===== config.mk =====
export PLATFORM = sky130hd
export DESIGN_NAME = dhcp_client_top
export DESIGN_NICKNAME = d
export VERILOG_FILES = /design/src/rtl/dhcp_msg_pkg.sv /design/src/rtl/dhcp_ctl_pkg.sv /design/src/rtl/dhcp_rx_parser.sv /design/src/rtl/dhcp_client_fsm.sv /design/src/rtl/dhcp_tx_serializer.sv /design/src/rtl/dhcp_client_top.sv
export VERILOG_INCLUDE_DIRS = /design/src /design/src/rtl
export SDC_FILE = /design/constraint.sdc
export NUM_CORES = 1
export LEC_CHECK = 0
export BUFFER_PORTS_ARGS = -buffer_cell sky130_fd_sc_hd__buf_4
export CAP_MARGIN = 20
export CORE_AREA = 4 4 205 207
export CTS_CLUSTER_SIZE = 10
export DETAILED_ROUTE_END_ITERATION = 12
export DIE_AREA = 0 0 209 211
export GPL_TIMING_DRIVEN = 0
export SYNTH_ARGS = -nofsm -noshare
export SYNTH_HDL_FRONTEND = slang
export SYNTH_SLANG_ARGS = --single-unit

===== constraint.sdc =====
create_clock -name clk -period 15.6 [get_ports clk]
set_clock_uncertainty 0.2 [all_clocks]
set_input_delay 3.12 -clock clk [delete_from_list [all_inputs] [get_ports clk]]
set_output_delay 3.12 -clock clk [all_outputs]
set_load 0.02 [all_outputs]

===== src/rtl/dhcp_defs.svh =====
`ifndef DHCP_DEFS_SVH
`define DHCP_DEFS_SVH

// frame layout
`define DHCP_HDR_LEN         236
`define DHCP_OPT_START       240
`define DHCP_COOKIE          32'h63825363

// 240 + 53/1/t + 50/4/ip + 61/7/hw/mac + end
`define DHCP_DISCOVER_LEN    259
// discover plus 54/4/server id
`define DHCP_REQUEST_LEN     265

// client identity
`define DHCP_XID             32'h3c5a_9e17
`define DHCP_MAC_ADDR        48'h02_1a_4b_00_c3_7e
`define DHCP_FLAGS_BROADCAST 16'h8000

// timing
`define DHCP_TIMEOUT_CYCLES  600 // per reply wait
`define DHCP_RETRIES         2   // extra attempts after the first

`endif


===== src/rtl/dhcp_msg_pkg.sv =====
`default_nettype none

package dhcp_msg_pkg;

  typedef logic [3:0][7:0] ipv4_t;     // byte 3 goes first on the wire
  typedef logic [5:0][7:0] mac_addr_t;

  typedef enum logic [7:0] {
    boot_request = 8'd1,
    boot_reply   = 8'd2
  } dhcp_op_e;

  typedef enum logic [7:0] {
    discover = 8'd1,
    offer    = 8'd2,
    request  = 8'd3,
    ack      = 8'd5
  } dhcp_msg_type_e;

  typedef enum logic [7:0] {
    opt_pad          = 8'd0,
    opt_subnet_mask  = 8'd1,
    opt_router       = 8'd3,
    opt_requested_ip = 8'd50,
    opt_msg_type     = 8'd53,
    opt_server_id    = 8'd54,
    opt_client_id    = 8'd61,
    opt_end          = 8'd255
  } dhcp_opt_code_e;

  // fields of a received reply
  typedef struct packed {
    dhcp_op_e       op;
    logic [31:0]    xid;
    ipv4_t          yiaddr;
    ipv4_t          siaddr;
    dhcp_msg_type_e msg_type;
    ipv4_t          subnet_mask;
    logic           subnet_pres;
    ipv4_t          router;
    logic           router_pres;
  } dhcp_rx_msg_t;

  // what the client wants sent
  typedef struct packed {
    dhcp_msg_type_e msg_type;
    ipv4_t          requested_ip;
    ipv4_t          server_id; // REQUEST only
  } dhcp_tx_req_t;

endpackage

`default_nettype wire


===== src/rtl/dhcp_ctl_pkg.sv =====
`default_nettype none

package dhcp_ctl_pkg;

  typedef enum logic [2:0] {
    idle_s,
    discover_s,
    offer_s,
    request_s,
    ack_s,
    done_s
  } client_state_e;

  // option walk position
  typedef enum logic [1:0] {
    kind,
    len,
    data
  } opt_field_e;

  typedef struct packed {
    dhcp_msg_pkg::ipv4_t assigned_ip;
    dhcp_msg_pkg::ipv4_t router_ip;
    logic                router_val;
    dhcp_msg_pkg::ipv4_t subnet_mask;
    logic                subnet_val;
  } dhcp_lease_t;

endpackage

`default_nettype wire


===== src/rtl/dhcp_rx_parser.sv =====
`timescale 1ns/1ps
`default_nettype none

`include "dhcp_defs.svh"

module dhcp_rx_parser (
  input  logic                       clk,
  input  logic                       fsm_rst,
  input  logic                       rx_valid,
  input  logic [7:0]                 rx_data,
  input  logic                       rx_last,
  output logic                       rx_ready,
  output logic                       msg_valid,
  input  logic                       msg_ready,
  output dhcp_msg_pkg::dhcp_rx_msg_t msg
);

  logic [7:0]                   byte_cnt; // parks at the first option byte
  logic                         cookie_ok;
  logic                         end_seen;
  dhcp_ctl_pkg::opt_field_e     opt_field;
  dhcp_msg_pkg::dhcp_opt_code_e opt_code;
  logic [7:0]                   opt_len;
  logic [7:0]                   opt_cnt;
  logic [3:0][7:0]              cookie_w;
  logic                         rx_fire;
  logic                         in_opts;
  logic                         end_now;

  assign cookie_w = `DHCP_COOKIE;
  assign rx_ready = !msg_valid; // stall while a message waits
  assign rx_fire  = rx_valid && rx_ready;
  assign in_opts  = (byte_cnt == 8'(`DHCP_OPT_START)) && !end_seen;
  assign end_now  = in_opts && (opt_field == dhcp_ctl_pkg::kind) &&
                    (rx_data == dhcp_msg_pkg::opt_end);

  //////////////////////////////////////////////////
  // frame control

  always_ff @(posedge clk) begin
    if (fsm_rst) begin
      byte_cnt  <= '0;
      cookie_ok <= 1'b1;
      end_seen  <= 1'b0;
      opt_field <= dhcp_ctl_pkg::kind;
      msg_valid <= 1'b0;
    end else begin
      if (msg_valid && msg_ready) msg_valid <= 1'b0;
      if (rx_fire) begin
        if (byte_cnt != 8'(`DHCP_OPT_START)) byte_cnt <= byte_cnt + 8'd1;
        if (byte_cnt >= `DHCP_HDR_LEN && byte_cnt < `DHCP_OPT_START &&
            rx_data != cookie_w[`DHCP_OPT_START - 1 - byte_cnt]) begin
          cookie_ok <= 1'b0;
        end
        if (end_now) end_seen <= 1'b1;
        if (in_opts) begin
          case (opt_field)
            dhcp_ctl_pkg::kind: begin
              if (rx_data != dhcp_msg_pkg::opt_pad && rx_data != dhcp_msg_pkg::opt_end)
                opt_field <= dhcp_ctl_pkg::len;
            end
            dhcp_ctl_pkg::len:
              opt_field <= (rx_data == 8'd0) ? dhcp_ctl_pkg::kind : dhcp_ctl_pkg::data;
            default: begin
              if (opt_cnt == opt_len - 8'd1) opt_field <= dhcp_ctl_pkg::kind;
            end
          endcase
        end
        if (rx_last) begin
          // needs good cookie and end option by now
          msg_valid <= cookie_ok && (end_seen || end_now);
          byte_cnt  <= '0;
          cookie_ok <= 1'b1;
          end_seen  <= 1'b0;
          opt_field <= dhcp_ctl_pkg::kind;
        end
      end
    end
  end

  //////////////////////////////////////////////////
  // field capture

  always_ff @(posedge clk) begin
    if (rx_fire) begin
      case (byte_cnt) inside
        8'd0: begin
          msg.op          <= dhcp_msg_pkg::dhcp_op_e'(rx_data);
          msg.msg_type    <= dhcp_msg_pkg::dhcp_msg_type_e'(8'd0); // no type yet
          msg.subnet_pres <= 1'b0;
          msg.router_pres <= 1'b0;
        end
        [8'd4:8'd7]:   msg.xid    <= {msg.xid[23:0], rx_data};
        [8'd16:8'd19]: msg.yiaddr <= {msg.yiaddr[2:0], rx_data};
        [8'd20:8'd23]: msg.siaddr <= {msg.siaddr[2:0], rx_data};
        default: ;
      endcase
      if (in_opts) begin
        case (opt_field)
          dhcp_ctl_pkg::kind: begin
            opt_code <= dhcp_msg_pkg::dhcp_opt_code_e'(rx_data);
            opt_cnt  <= '0;
            if (rx_data == dhcp_msg_pkg::opt_subnet_mask) msg.subnet_pres <= 1'b1;
            if (rx_data == dhcp_msg_pkg::opt_router) msg.router_pres <= 1'b1;
          end
          dhcp_ctl_pkg::len: opt_len <= rx_data;
          default: begin
            opt_cnt <= opt_cnt + 8'd1;
            case (opt_code)
              dhcp_msg_pkg::opt_msg_type:
                msg.msg_type <= dhcp_msg_pkg::dhcp_msg_type_e'(rx_data);
              dhcp_msg_pkg::opt_subnet_mask:
                msg.subnet_mask <= {msg.subnet_mask[2:0], rx_data};
              dhcp_msg_pkg::opt_router: begin
                if (opt_cnt < 8'd4) msg.router <= {msg.router[2:0], rx_data}; // first only
              end
              default: ; // skipped by length
            endcase
          end
        endcase
      end
    end
  end

endmodule

`default_nettype wire


===== src/rtl/dhcp_client_fsm.sv =====
`timescale 1ns/1ps
`default_nettype none

`include "dhcp_defs.svh"

module dhcp_client_fsm (
  input  logic                       clk,
  input  logic                       fsm_rst,
  input  logic                       start,
  input  logic                       msg_valid,
  output logic                       msg_ready,
  input  dhcp_msg_pkg::dhcp_rx_msg_t msg,
  output logic                       req_valid,
  input  logic                       req_ready,
  output dhcp_msg_pkg::dhcp_tx_req_t req,
  output logic                       busy,
  output logic                       success,
  output logic                       fail,
  output dhcp_ctl_pkg::dhcp_lease_t  lease
);

  typedef logic [$clog2(`DHCP_TIMEOUT_CYCLES)-1:0] tmr_t;
  typedef logic [$clog2(`DHCP_RETRIES + 2)-1:0]    att_t;

  dhcp_ctl_pkg::client_state_e state;
  tmr_t                        timer;
  att_t                        attempt;
  dhcp_msg_pkg::ipv4_t         offered_ip;
  dhcp_msg_pkg::ipv4_t         server_ip;
  logic                        reply_ok;
  logic                        got_offer;
  logic                        got_ack;
  logic                        waiting;
  logic                        expire;

  // sending states hold off replies until the request is taken
  assign msg_ready = (state != dhcp_ctl_pkg::discover_s) &&
                     (state != dhcp_ctl_pkg::request_s);
  assign req_valid = !msg_ready;

  assign reply_ok  = msg_valid && (msg.op == dhcp_msg_pkg::boot_reply) &&
                     (msg.xid == `DHCP_XID);
  assign got_offer = reply_ok && (state == dhcp_ctl_pkg::offer_s) &&
                     (msg.msg_type == dhcp_msg_pkg::offer);
  assign got_ack   = reply_ok && (state == dhcp_ctl_pkg::ack_s) &&
                     (msg.msg_type == dhcp_msg_pkg::ack);
  assign waiting   = (state == dhcp_ctl_pkg::offer_s) || (state == dhcp_ctl_pkg::ack_s);
  assign expire    = waiting && (timer == tmr_t'(`DHCP_TIMEOUT_CYCLES - 1)) &&
                     !got_offer && !got_ack; // a reply wins a tie

  always_comb begin
    req.msg_type     = dhcp_msg_pkg::discover;
    req.requested_ip = '0; // no preferred address
    req.server_id    = '0;
    if (state == dhcp_ctl_pkg::request_s) begin
      req.msg_type     = dhcp_msg_pkg::request;
      req.requested_ip = offered_ip;
      req.server_id    = server_ip;
    end
  end

  //////////////////////////////////////////////////
  // DORA sequencing

  always_ff @(posedge clk) begin
    if (fsm_rst) begin
      state            <= dhcp_ctl_pkg::idle_s;
      timer            <= '0;
      attempt          <= '0;
      busy             <= 1'b0;
      success          <= 1'b0;
      fail             <= 1'b0;
      lease.router_val <= 1'b0;
      lease.subnet_val <= 1'b0;
    end else begin
      if (waiting) timer <= timer + tmr_t'(1);
      case (state)
        dhcp_ctl_pkg::idle_s, dhcp_ctl_pkg::done_s: begin
          if (start) begin
            state            <= dhcp_ctl_pkg::discover_s;
            attempt          <= '0;
            busy             <= 1'b1;
            success          <= 1'b0;
            fail             <= 1'b0;
            lease.router_val <= 1'b0;
            lease.subnet_val <= 1'b0;
          end
        end
        dhcp_ctl_pkg::discover_s: begin
          if (req_ready) begin
            state <= dhcp_ctl_pkg::offer_s;
            timer <= '0;
          end
        end
        dhcp_ctl_pkg::offer_s: begin
          if (got_offer) begin
            state      <= dhcp_ctl_pkg::request_s;
            offered_ip <= msg.yiaddr;
            server_ip  <= msg.siaddr;
          end
        end
        dhcp_ctl_pkg::request_s: begin
          if (req_ready) begin
            state <= dhcp_ctl_pkg::ack_s;
            timer <= '0;
          end
        end
        dhcp_ctl_pkg::ack_s: begin
          if (got_ack) begin
            state             <= dhcp_ctl_pkg::done_s;
            busy              <= 1'b0;
            success           <= 1'b1;
            lease.assigned_ip <= msg.yiaddr;
            lease.router_ip   <= msg.router;
            lease.router_val  <= msg.router_pres;
            lease.subnet_mask <= msg.subnet_mask;
            lease.subnet_val  <= msg.subnet_pres;
          end
        end
        default: state <= dhcp_ctl_pkg::idle_s;
      endcase

      // no reply in time, start over or give up
      if (expire) begin
        if (attempt == att_t'(`DHCP_RETRIES)) begin
          state <= dhcp_ctl_pkg::done_s;
          busy  <= 1'b0;
          fail  <= 1'b1;
        end else begin
          state   <= dhcp_ctl_pkg::discover_s;
          attempt <= attempt + att_t'(1);
        end
      end
    end
  end

endmodule

`default_nettype wire


===== src/rtl/dhcp_tx_serializer.sv =====
`timescale 1ns/1ps
`default_nettype none

`include "dhcp_defs.svh"

module dhcp_tx_serializer (
  input  logic                       clk,
  input  logic                       fsm_rst,
  input  logic                       req_valid,
  output logic                       req_ready,
  input  dhcp_msg_pkg::dhcp_tx_req_t req,
  output logic                       tx_valid,
  output logic [7:0]                 tx_data,
  output logic                       tx_last,
  input  logic                       tx_ready
);

  dhcp_msg_pkg::dhcp_tx_req_t req_q;
  logic [8:0]                 byte_cnt;
  logic [8:0]                 last_idx;
  logic [8:0]                 cid_base; // offset of the client id option
  logic [8:0]                 cid_rel;
  logic [3:0][7:0]            xid_w;
  logic [3:0][7:0]            cookie_w;
  logic [1:0][7:0]            flags_w;
  dhcp_msg_pkg::mac_addr_t    mac;

  assign xid_w    = `DHCP_XID;
  assign cookie_w = `DHCP_COOKIE;
  assign flags_w  = `DHCP_FLAGS_BROADCAST;
  assign mac      = `DHCP_MAC_ADDR;

  assign last_idx  = (req_q.msg_type == dhcp_msg_pkg::request) ?
                     9'(`DHCP_REQUEST_LEN - 1) : 9'(`DHCP_DISCOVER_LEN - 1);
  assign cid_base  = last_idx - 9'd9;
  assign cid_rel   = byte_cnt - cid_base;
  assign req_ready = !tx_valid;
  assign tx_last   = tx_valid && (byte_cnt == last_idx);

  //////////////////////////////////////////////////
  // byte from offset

  always_comb begin
    tx_data = 8'h00; // zero addresses, sname, file
    if (byte_cnt < 9'(`DHCP_OPT_START)) begin
      case (byte_cnt) inside
        9'd0:          tx_data = dhcp_msg_pkg::boot_request;
        9'd1:          tx_data = 8'd1; // htype ethernet
        9'd2:          tx_data = 8'd6; // hlen
        [9'd4:9'd7]:   tx_data = xid_w[9'd7 - byte_cnt];
        [9'd10:9'd11]: tx_data = flags_w[9'd11 - byte_cnt];
        [9'd28:9'd33]: tx_data = mac[9'd33 - byte_cnt]; // chaddr, rest zero
        [9'(`DHCP_HDR_LEN):9'(`DHCP_OPT_START - 1)]:
          tx_data = cookie_w[9'(`DHCP_OPT_START - 1) - byte_cnt];
        default: ;
      endcase
    end else if (byte_cnt < cid_base) begin
      case (byte_cnt) inside
        9'd240:          tx_data = dhcp_msg_pkg::opt_msg_type;
        9'd241:          tx_data = 8'd1;
        9'd242:          tx_data = req_q.msg_type;
        9'd243:          tx_data = dhcp_msg_pkg::opt_requested_ip;
        9'd244:          tx_data = 8'd4;
        [9'd245:9'd248]: tx_data = req_q.requested_ip[9'd248 - byte_cnt];
        9'd249:          tx_data = dhcp_msg_pkg::opt_server_id; // request only
        9'd250:          tx_data = 8'd4;
        [9'd251:9'd254]: tx_data = req_q.server_id[9'd254 - byte_cnt];
        default: ;
      endcase
    end else begin
      case (cid_rel)
        9'd0:    tx_data = dhcp_msg_pkg::opt_client_id;
        9'd1:    tx_data = 8'd7;
        9'd2:    tx_data = 8'd1; // hw type then MAC
        9'd9:    tx_data = dhcp_msg_pkg::opt_end;
        default: tx_data = mac[9'd8 - cid_rel];
      endcase
    end
  end

  //////////////////////////////////////////////////
  // frame sequencing

  always_ff @(posedge clk) begin
    if (fsm_rst) begin
      tx_valid <= 1'b0;
      byte_cnt <= '0;
    end else if (!tx_valid) begin
      if (req_valid) begin
        tx_valid <= 1'b1;
        byte_cnt <= '0;
      end
    end else if (tx_ready) begin
      byte_cnt <= byte_cnt + 9'd1;
      if (tx_last) tx_valid <= 1'b0;
    end
  end

  always_ff @(posedge clk) begin
    if (req_valid && req_ready) req_q <= req;
  end

endmodule

`default_nettype wire


===== src/rtl/dhcp_client_top.sv =====
`timescale 1ns/1ps
`default_nettype none

module dhcp_client_top (
  input  logic                      clk,
  input  logic                      fsm_rst,
  input  logic                      rx_valid,
  input  logic [7:0]                rx_data,
  input  logic                      rx_last,
  output logic                      rx_ready,
  output logic                      tx_valid,
  output logic [7:0]                tx_data,
  output logic                      tx_last,
  input  logic                      tx_ready,
  input  logic                      start,
  output logic                      busy,
  output logic                      success,
  output logic                      fail,
  output dhcp_ctl_pkg::dhcp_lease_t lease
);

  logic                       msg_valid;
  logic                       msg_ready;
  dhcp_msg_pkg::dhcp_rx_msg_t msg;
  logic                       req_valid;
  logic                       req_ready;
  dhcp_msg_pkg::dhcp_tx_req_t req;

  // replies in
  dhcp_rx_parser i_rx_parser (
    .clk       (clk),
    .fsm_rst   (fsm_rst),
    .rx_valid  (rx_valid),
    .rx_data   (rx_data),
    .rx_last   (rx_last),
    .rx_ready  (rx_ready),
    .msg_valid (msg_valid),
    .msg_ready (msg_ready),
    .msg       (msg)
  );

  dhcp_client_fsm i_client_fsm (
    .clk       (clk),
    .fsm_rst   (fsm_rst),
    .start     (start),
    .msg_valid (msg_valid),
    .msg_ready (msg_ready),
    .msg       (msg),
    .req_valid (req_valid),
    .req_ready (req_ready),
    .req       (req),
    .busy      (busy),
    .success   (success),
    .fail      (fail),
    .lease     (lease)
  );

  // requests out
  dhcp_tx_serializer i_tx_serializer (
    .clk       (clk),
    .fsm_rst   (fsm_rst),
    .req_valid (req_valid),
    .req_ready (req_ready),
    .req       (req),
    .tx_valid  (tx_valid),
    .tx_data   (tx_data),
    .tx_last   (tx_last),
    .tx_ready  (tx_ready)
  );

endmodule

`default_nettype wire


==> flow_summary.rst <==
.. list-table::
   :header-rows: 1

   * - Metric
     - Value
   * - Length of routed met2 wiring
     - 18,500 µm
   * - Number of global-route vias before repair
     - 9,847
   * - Cells taking the most area after synthesis
     - edfxtp_1 (71%), dfxtp_1 (4.8%), and3_1 (2.7%)
   * - Number of antenna violations at the first check in global routing
     - 0
   * - Io pins
     - 126
   * - Leakage power summed over all cells
     - 7.42 nW
   * - Arr. time, crit path
     - 4240 ps
   * - Via count normalized by instance count
     - 5.30
   * - Share of layout cells above drive strength 1
     - 18.7%
   * - Core box area
     - 40,400 µm²
   * - Achievable clock frequency
     - 0.132 GHz
   * - Floorplan die height
     - 211 µm
   * - Final critical path time including I/O delays and setup
     - 7560 ps
   * - Result of the run
     - finished, final reports clean
   * - Area of the die
     - 44,100 µm²
   * - TritonCTS clock tree
     - built
   * - Cell count after synthesis
     - 1,119
   * - Startpoint type of the worst setup path
     - flop
   * - Switching share of power
     - 22.6%
   * - Classification of the worst-slack hold path
     - flop to flop
   * - Worst-margin pin slew
     - 1050 ps
   * - Sequential cell area in the final layout
     - 13,700 µm²
   * - GR Util All Layers
     - 16.6%
   * - Required time of the critical path
     - 12,280 ps
   * - Final estimated routing congestion in global placement
     - 0.878
   * - Post-synth EDFFs
     - 427
   * - Most used flip-flop cell after synthesis
     - edfxtp_1
   * - Total number of nets in the final design
     - 1,352
   * - First-pass iteration count of the detailed router
     - 5
   * - Leftover overflow at the end of global routing
     - 0
   * - Post-Route M1 WL
     - 16,000 µm
   * - Count of unique library cells instantiated by Yosys
     - 78
   * - Slowest cell on the critical path
     - clkbuf_1
   * - Area grow syn2layout
     - 18.5%
   * - Max-slew headroom
     - 29.6%
   * - Setup CP Type
     - flop to output port
   * - Final instance area
     - 21,300 µm²
   * - Routed met3 length
     - 1880 µm
   * - Area share of the leading cell type in the synthesized netlist
     - 71.2%
   * - Hpwl dp
     - 25,400 µm
   * - Global-route wire length before repair
     - 57,500 µm
   * - Starting DRT DRC Count
     - 647
   * - Utilization of the core after routing
     - 52.8%
   * - Reg power frac
     - 52.2%
   * - Synthesis-stage register bit count
     - 470
   * - RSZ-0062 raised after global routing
     - false
   * - Worst-path cell chain
     - inv_1 -> ha_1 -> clkbuf_1 -> clkbuf_1 -> mux4_2 -> nand4_1 -> o311ai_0 -> a22oi_1 -> o211ai_1 -> buf_4
   * - Post-DRT Antenna Nets
     - 0
   * - Ys async rst share
     - 0%
   * - Number of buffers inserted during clock tree synthesis
     - 53
   * - Routed wire length
     - 37,400 µm
   * - Final clock period utilization by the worst path
     - 48.5%
   * - Die W
     - 209 µm
   * - Largest incremental delay on the critical path
     - 690 ps
   * - IO Port Bufs
     - 125
   * - Clock tree sinks
     - 470
   * - Reg-to-reg critical path startpoint
     - i_rx_parser.msg[173]$_DFFE_PP_
   * - Number of max-slew violations in the final report
     - 0
   * - Top routing layer used
     - met4
   * - Cell area after technology mapping
     - 18,000 µm²
   * - Leading cell type in the layout, fill and taps excluded
     - edfxtp_1
   * - Number of remaining DRC errors
     - 0
   * - Most used cells in the layout excluding fill and tap cells
     - edfxtp_1 (427), buf_4 (127), and3_1 (77)
   * - Ys Warns
     - 0
   * - Worst setup EP type
     - output port
   * - Total setup buffers inserted after CTS
     - 0
   * - Switching power of the nets
     - 623 µW
   * - Post-place instance area
     - 19,800 µm²
   * - Master cell of the clock root buffer
     - clkbuf_16
   * - Post-CTS Hold Fix Bufs
     - 0
   * - Post-cts gate resize count
     - 0
   * - Total area of multi-input combinational cells
     - 4070 µm²
   * - Synthesized Nets
     - 1,158
   * - Cell accounting for the most synthesized area
     - edfxtp_1
   * - Tot Pwr
     - 2.76 mW
   * - Min-delay src
     - i_rx_parser.msg[60]$_DFFE_PP_
   * - Final critical-path setup slack
     - 8040 ps
   * - Wire length per cell
     - 20.0 µm
   * - Total power density per cell area
     - 130 nW/µm²
   * - Maximum number of pins on one net before global-route repair
     - 58
   * - Number of diodes
     - 0
   * - MaxCap Viol Count
     - 0
   * - H-tree levels
     - 2
   * - Filler instances
     - 3,314
   * - Cell type with the highest occurrence count on the critical path
     - clkbuf_1
   * - Sequential share of the synthesized area
     - 76.0%
   * - Skew-Pair Late Insertion Delay
     - 570 ps
   * - Fin. Hold Viols
     - 0
   * - Starting density of the core
     - 44.6%
   * - Largest buffer count on any clock path
     - 3
   * - Final setup violation count
     - 0
   * - FP Rows
     - 74
   * - Logic gate share of total power
     - 9.0%
   * - Worst vdd rail ir drop
     - 0.122 mV
   * - Crit-path max FO
     - 12
   * - Setup total negative slack
     - 0 ps
   * - Relative contribution of the clock network to total power
     - 38.7%
   * - Startpoint of the worst setup timing path
     - i_tx_serializer.byte_cnt[0]$_SDFFE_PP0P_
   * - Worst-path clk slew
     - 50 ps
   * - Via total after detailed routing
     - 9,899
   * - Cell Int Power
     - 2.14 mW
   * - Mapped Avg Cell Area
     - 16.1 µm²
   * - Placement Setup Slack
     - 8520 ps
## critical path: cells and delay by family, from the launching register on
| family | cells | cell delay [ps] |
|---|---|---|
| AO/OA/AOI/OAI | 3 | 560 |
| adder cells (fa/ha/maj) | 1 | 330 |
| buffers and inverters | 4 | 1600 |
| flip-flops | 1 | 620 |
| multiplexers | 1 | 470 |
| AND/OR/NAND/NOR | 1 | 110 |
## metal layers
layer  track usage [%]  up-vias
li1                  -     4698
met1              22.5     4875
met2              27.6      250
met3              3.48       76
met4              4.70        0
met5                 0        -
## per-stage QoR
| step | hold slack [ps] | std cells |
|---|---|---|
| 2_1_floorplan | 200 | 1119 |
| 5_1_grt | 222 | 1867 |
| 3_5_place_dp | 205 | 1790 |
| 3_3_place_gp | 201 | 1776 |
| 4_1_cts | 217 | 1867 |
| 6_report | 213 | 1867 |
## worst paths after layout
check                                           to  slack [ps]  depth (start not counted)
setup / recovery                        tx_data[1]        8040                         10
hold / removal    i_client_fsm.lease[27]$_DFFE_PP_         210                          0
setup reg to reg  i_client_fsm.lease[77]$_DFFE_PP_       11900                          7
hold reg to reg   i_client_fsm.lease[27]$_DFFE_PP_         210                          0
## logic make-up (layout without fill, tap and decap cells)
logic type	count (synthesis)	after routing	synth area share [%]
compound gates	127	127	4.85
xor+xnor	45	45	2.19
fa+ha+maj	25	25	1.78
buf+inv	72	288	1.58
flops	470	470	76.0
mux	21	21	2.29
simple gates	359	359	11.3
## flip-flops by register name, indices dropped and copies added (netlist names), 2 cells and up
signal	cells
i_client_fsm.timer	10
i_rx_parser.byte_cnt	8
i_tx_serializer.req_q	65
i_rx_parser.opt_cnt	8
i_client_fsm.lease	98
i_client_fsm.server_ip	32
i_client_fsm.state	3
i_rx_parser.opt_code	8
i_rx_parser.opt_field	2
i_rx_parser.opt_len	8
i_tx_serializer.byte_cnt	9
i_client_fsm.offered_ip	32
i_rx_parser.msg	178
i_client_fsm.attempt	2
## synthesized netlist by cell type (4+ instances only)
| cell type | count |
|---|---|
| a211oi_1 | 4 |
| a21o_1 | 7 |
| a21oi_1 | 36 |
| a31oi_1 | 4 |
| and2_1 | 9 |
| and3_1 | 78 |
| and4b_1 | 7 |
| buf_1 | 4 |
| buf_2 | 8 |
| clkbuf_1 | 34 |
| dfxtp_1 | 43 |
| edfxtp_1 | 427 |
| ha_1 | 24 |
| inv_1 | 22 |
| mux2i_1 | 4 |
| mux4_2 | 16 |
| nand2_1 | 55 |
| nand2b_1 | 9 |
| nand3_1 | 23 |
| nand3b_1 | 4 |
| nand4_1 | 17 |
| nand4b_1 | 4 |
| nor2_1 | 66 |
| nor2b_1 | 13 |
| nor3_1 | 24 |
| nor3b_1 | 6 |
| nor4_1 | 7 |
| nor4b_1 | 4 |
| nor4bb_1 | 7 |
| o211ai_1 | 4 |
| o21ai_0 | 25 |
| or2_2 | 5 |
| or4_1 | 6 |
| xnor2_1 | 23 |
| xor2_1 | 22 |
## power groups by stage
stage          Combinational, mW  Sequential [mW]  Clock (mW)
2_1_floorplan              0.154             1.47           0
3_5_place_dp               0.254             1.47           0
4_1_cts                    0.254             1.44        1.10
3_3_place_gp               0.239             1.48           0
5_1_grt                    0.274             1.45        1.15
6_report                   0.250             1.44        1.07
## cell type report
cell class / count / area share, %
sequential: 470 / 64.2
multi-input combinational: 577 / 19.1
clock buffer: 73 / 6.72
timing repair buffer: 139 / 5.36
tap: 532 / 3.12
buffer: 48 / 0.915
inverter: 24 / 0.422
clock inverter: 4 / 0.217
(Power assumes the default switching activity.)
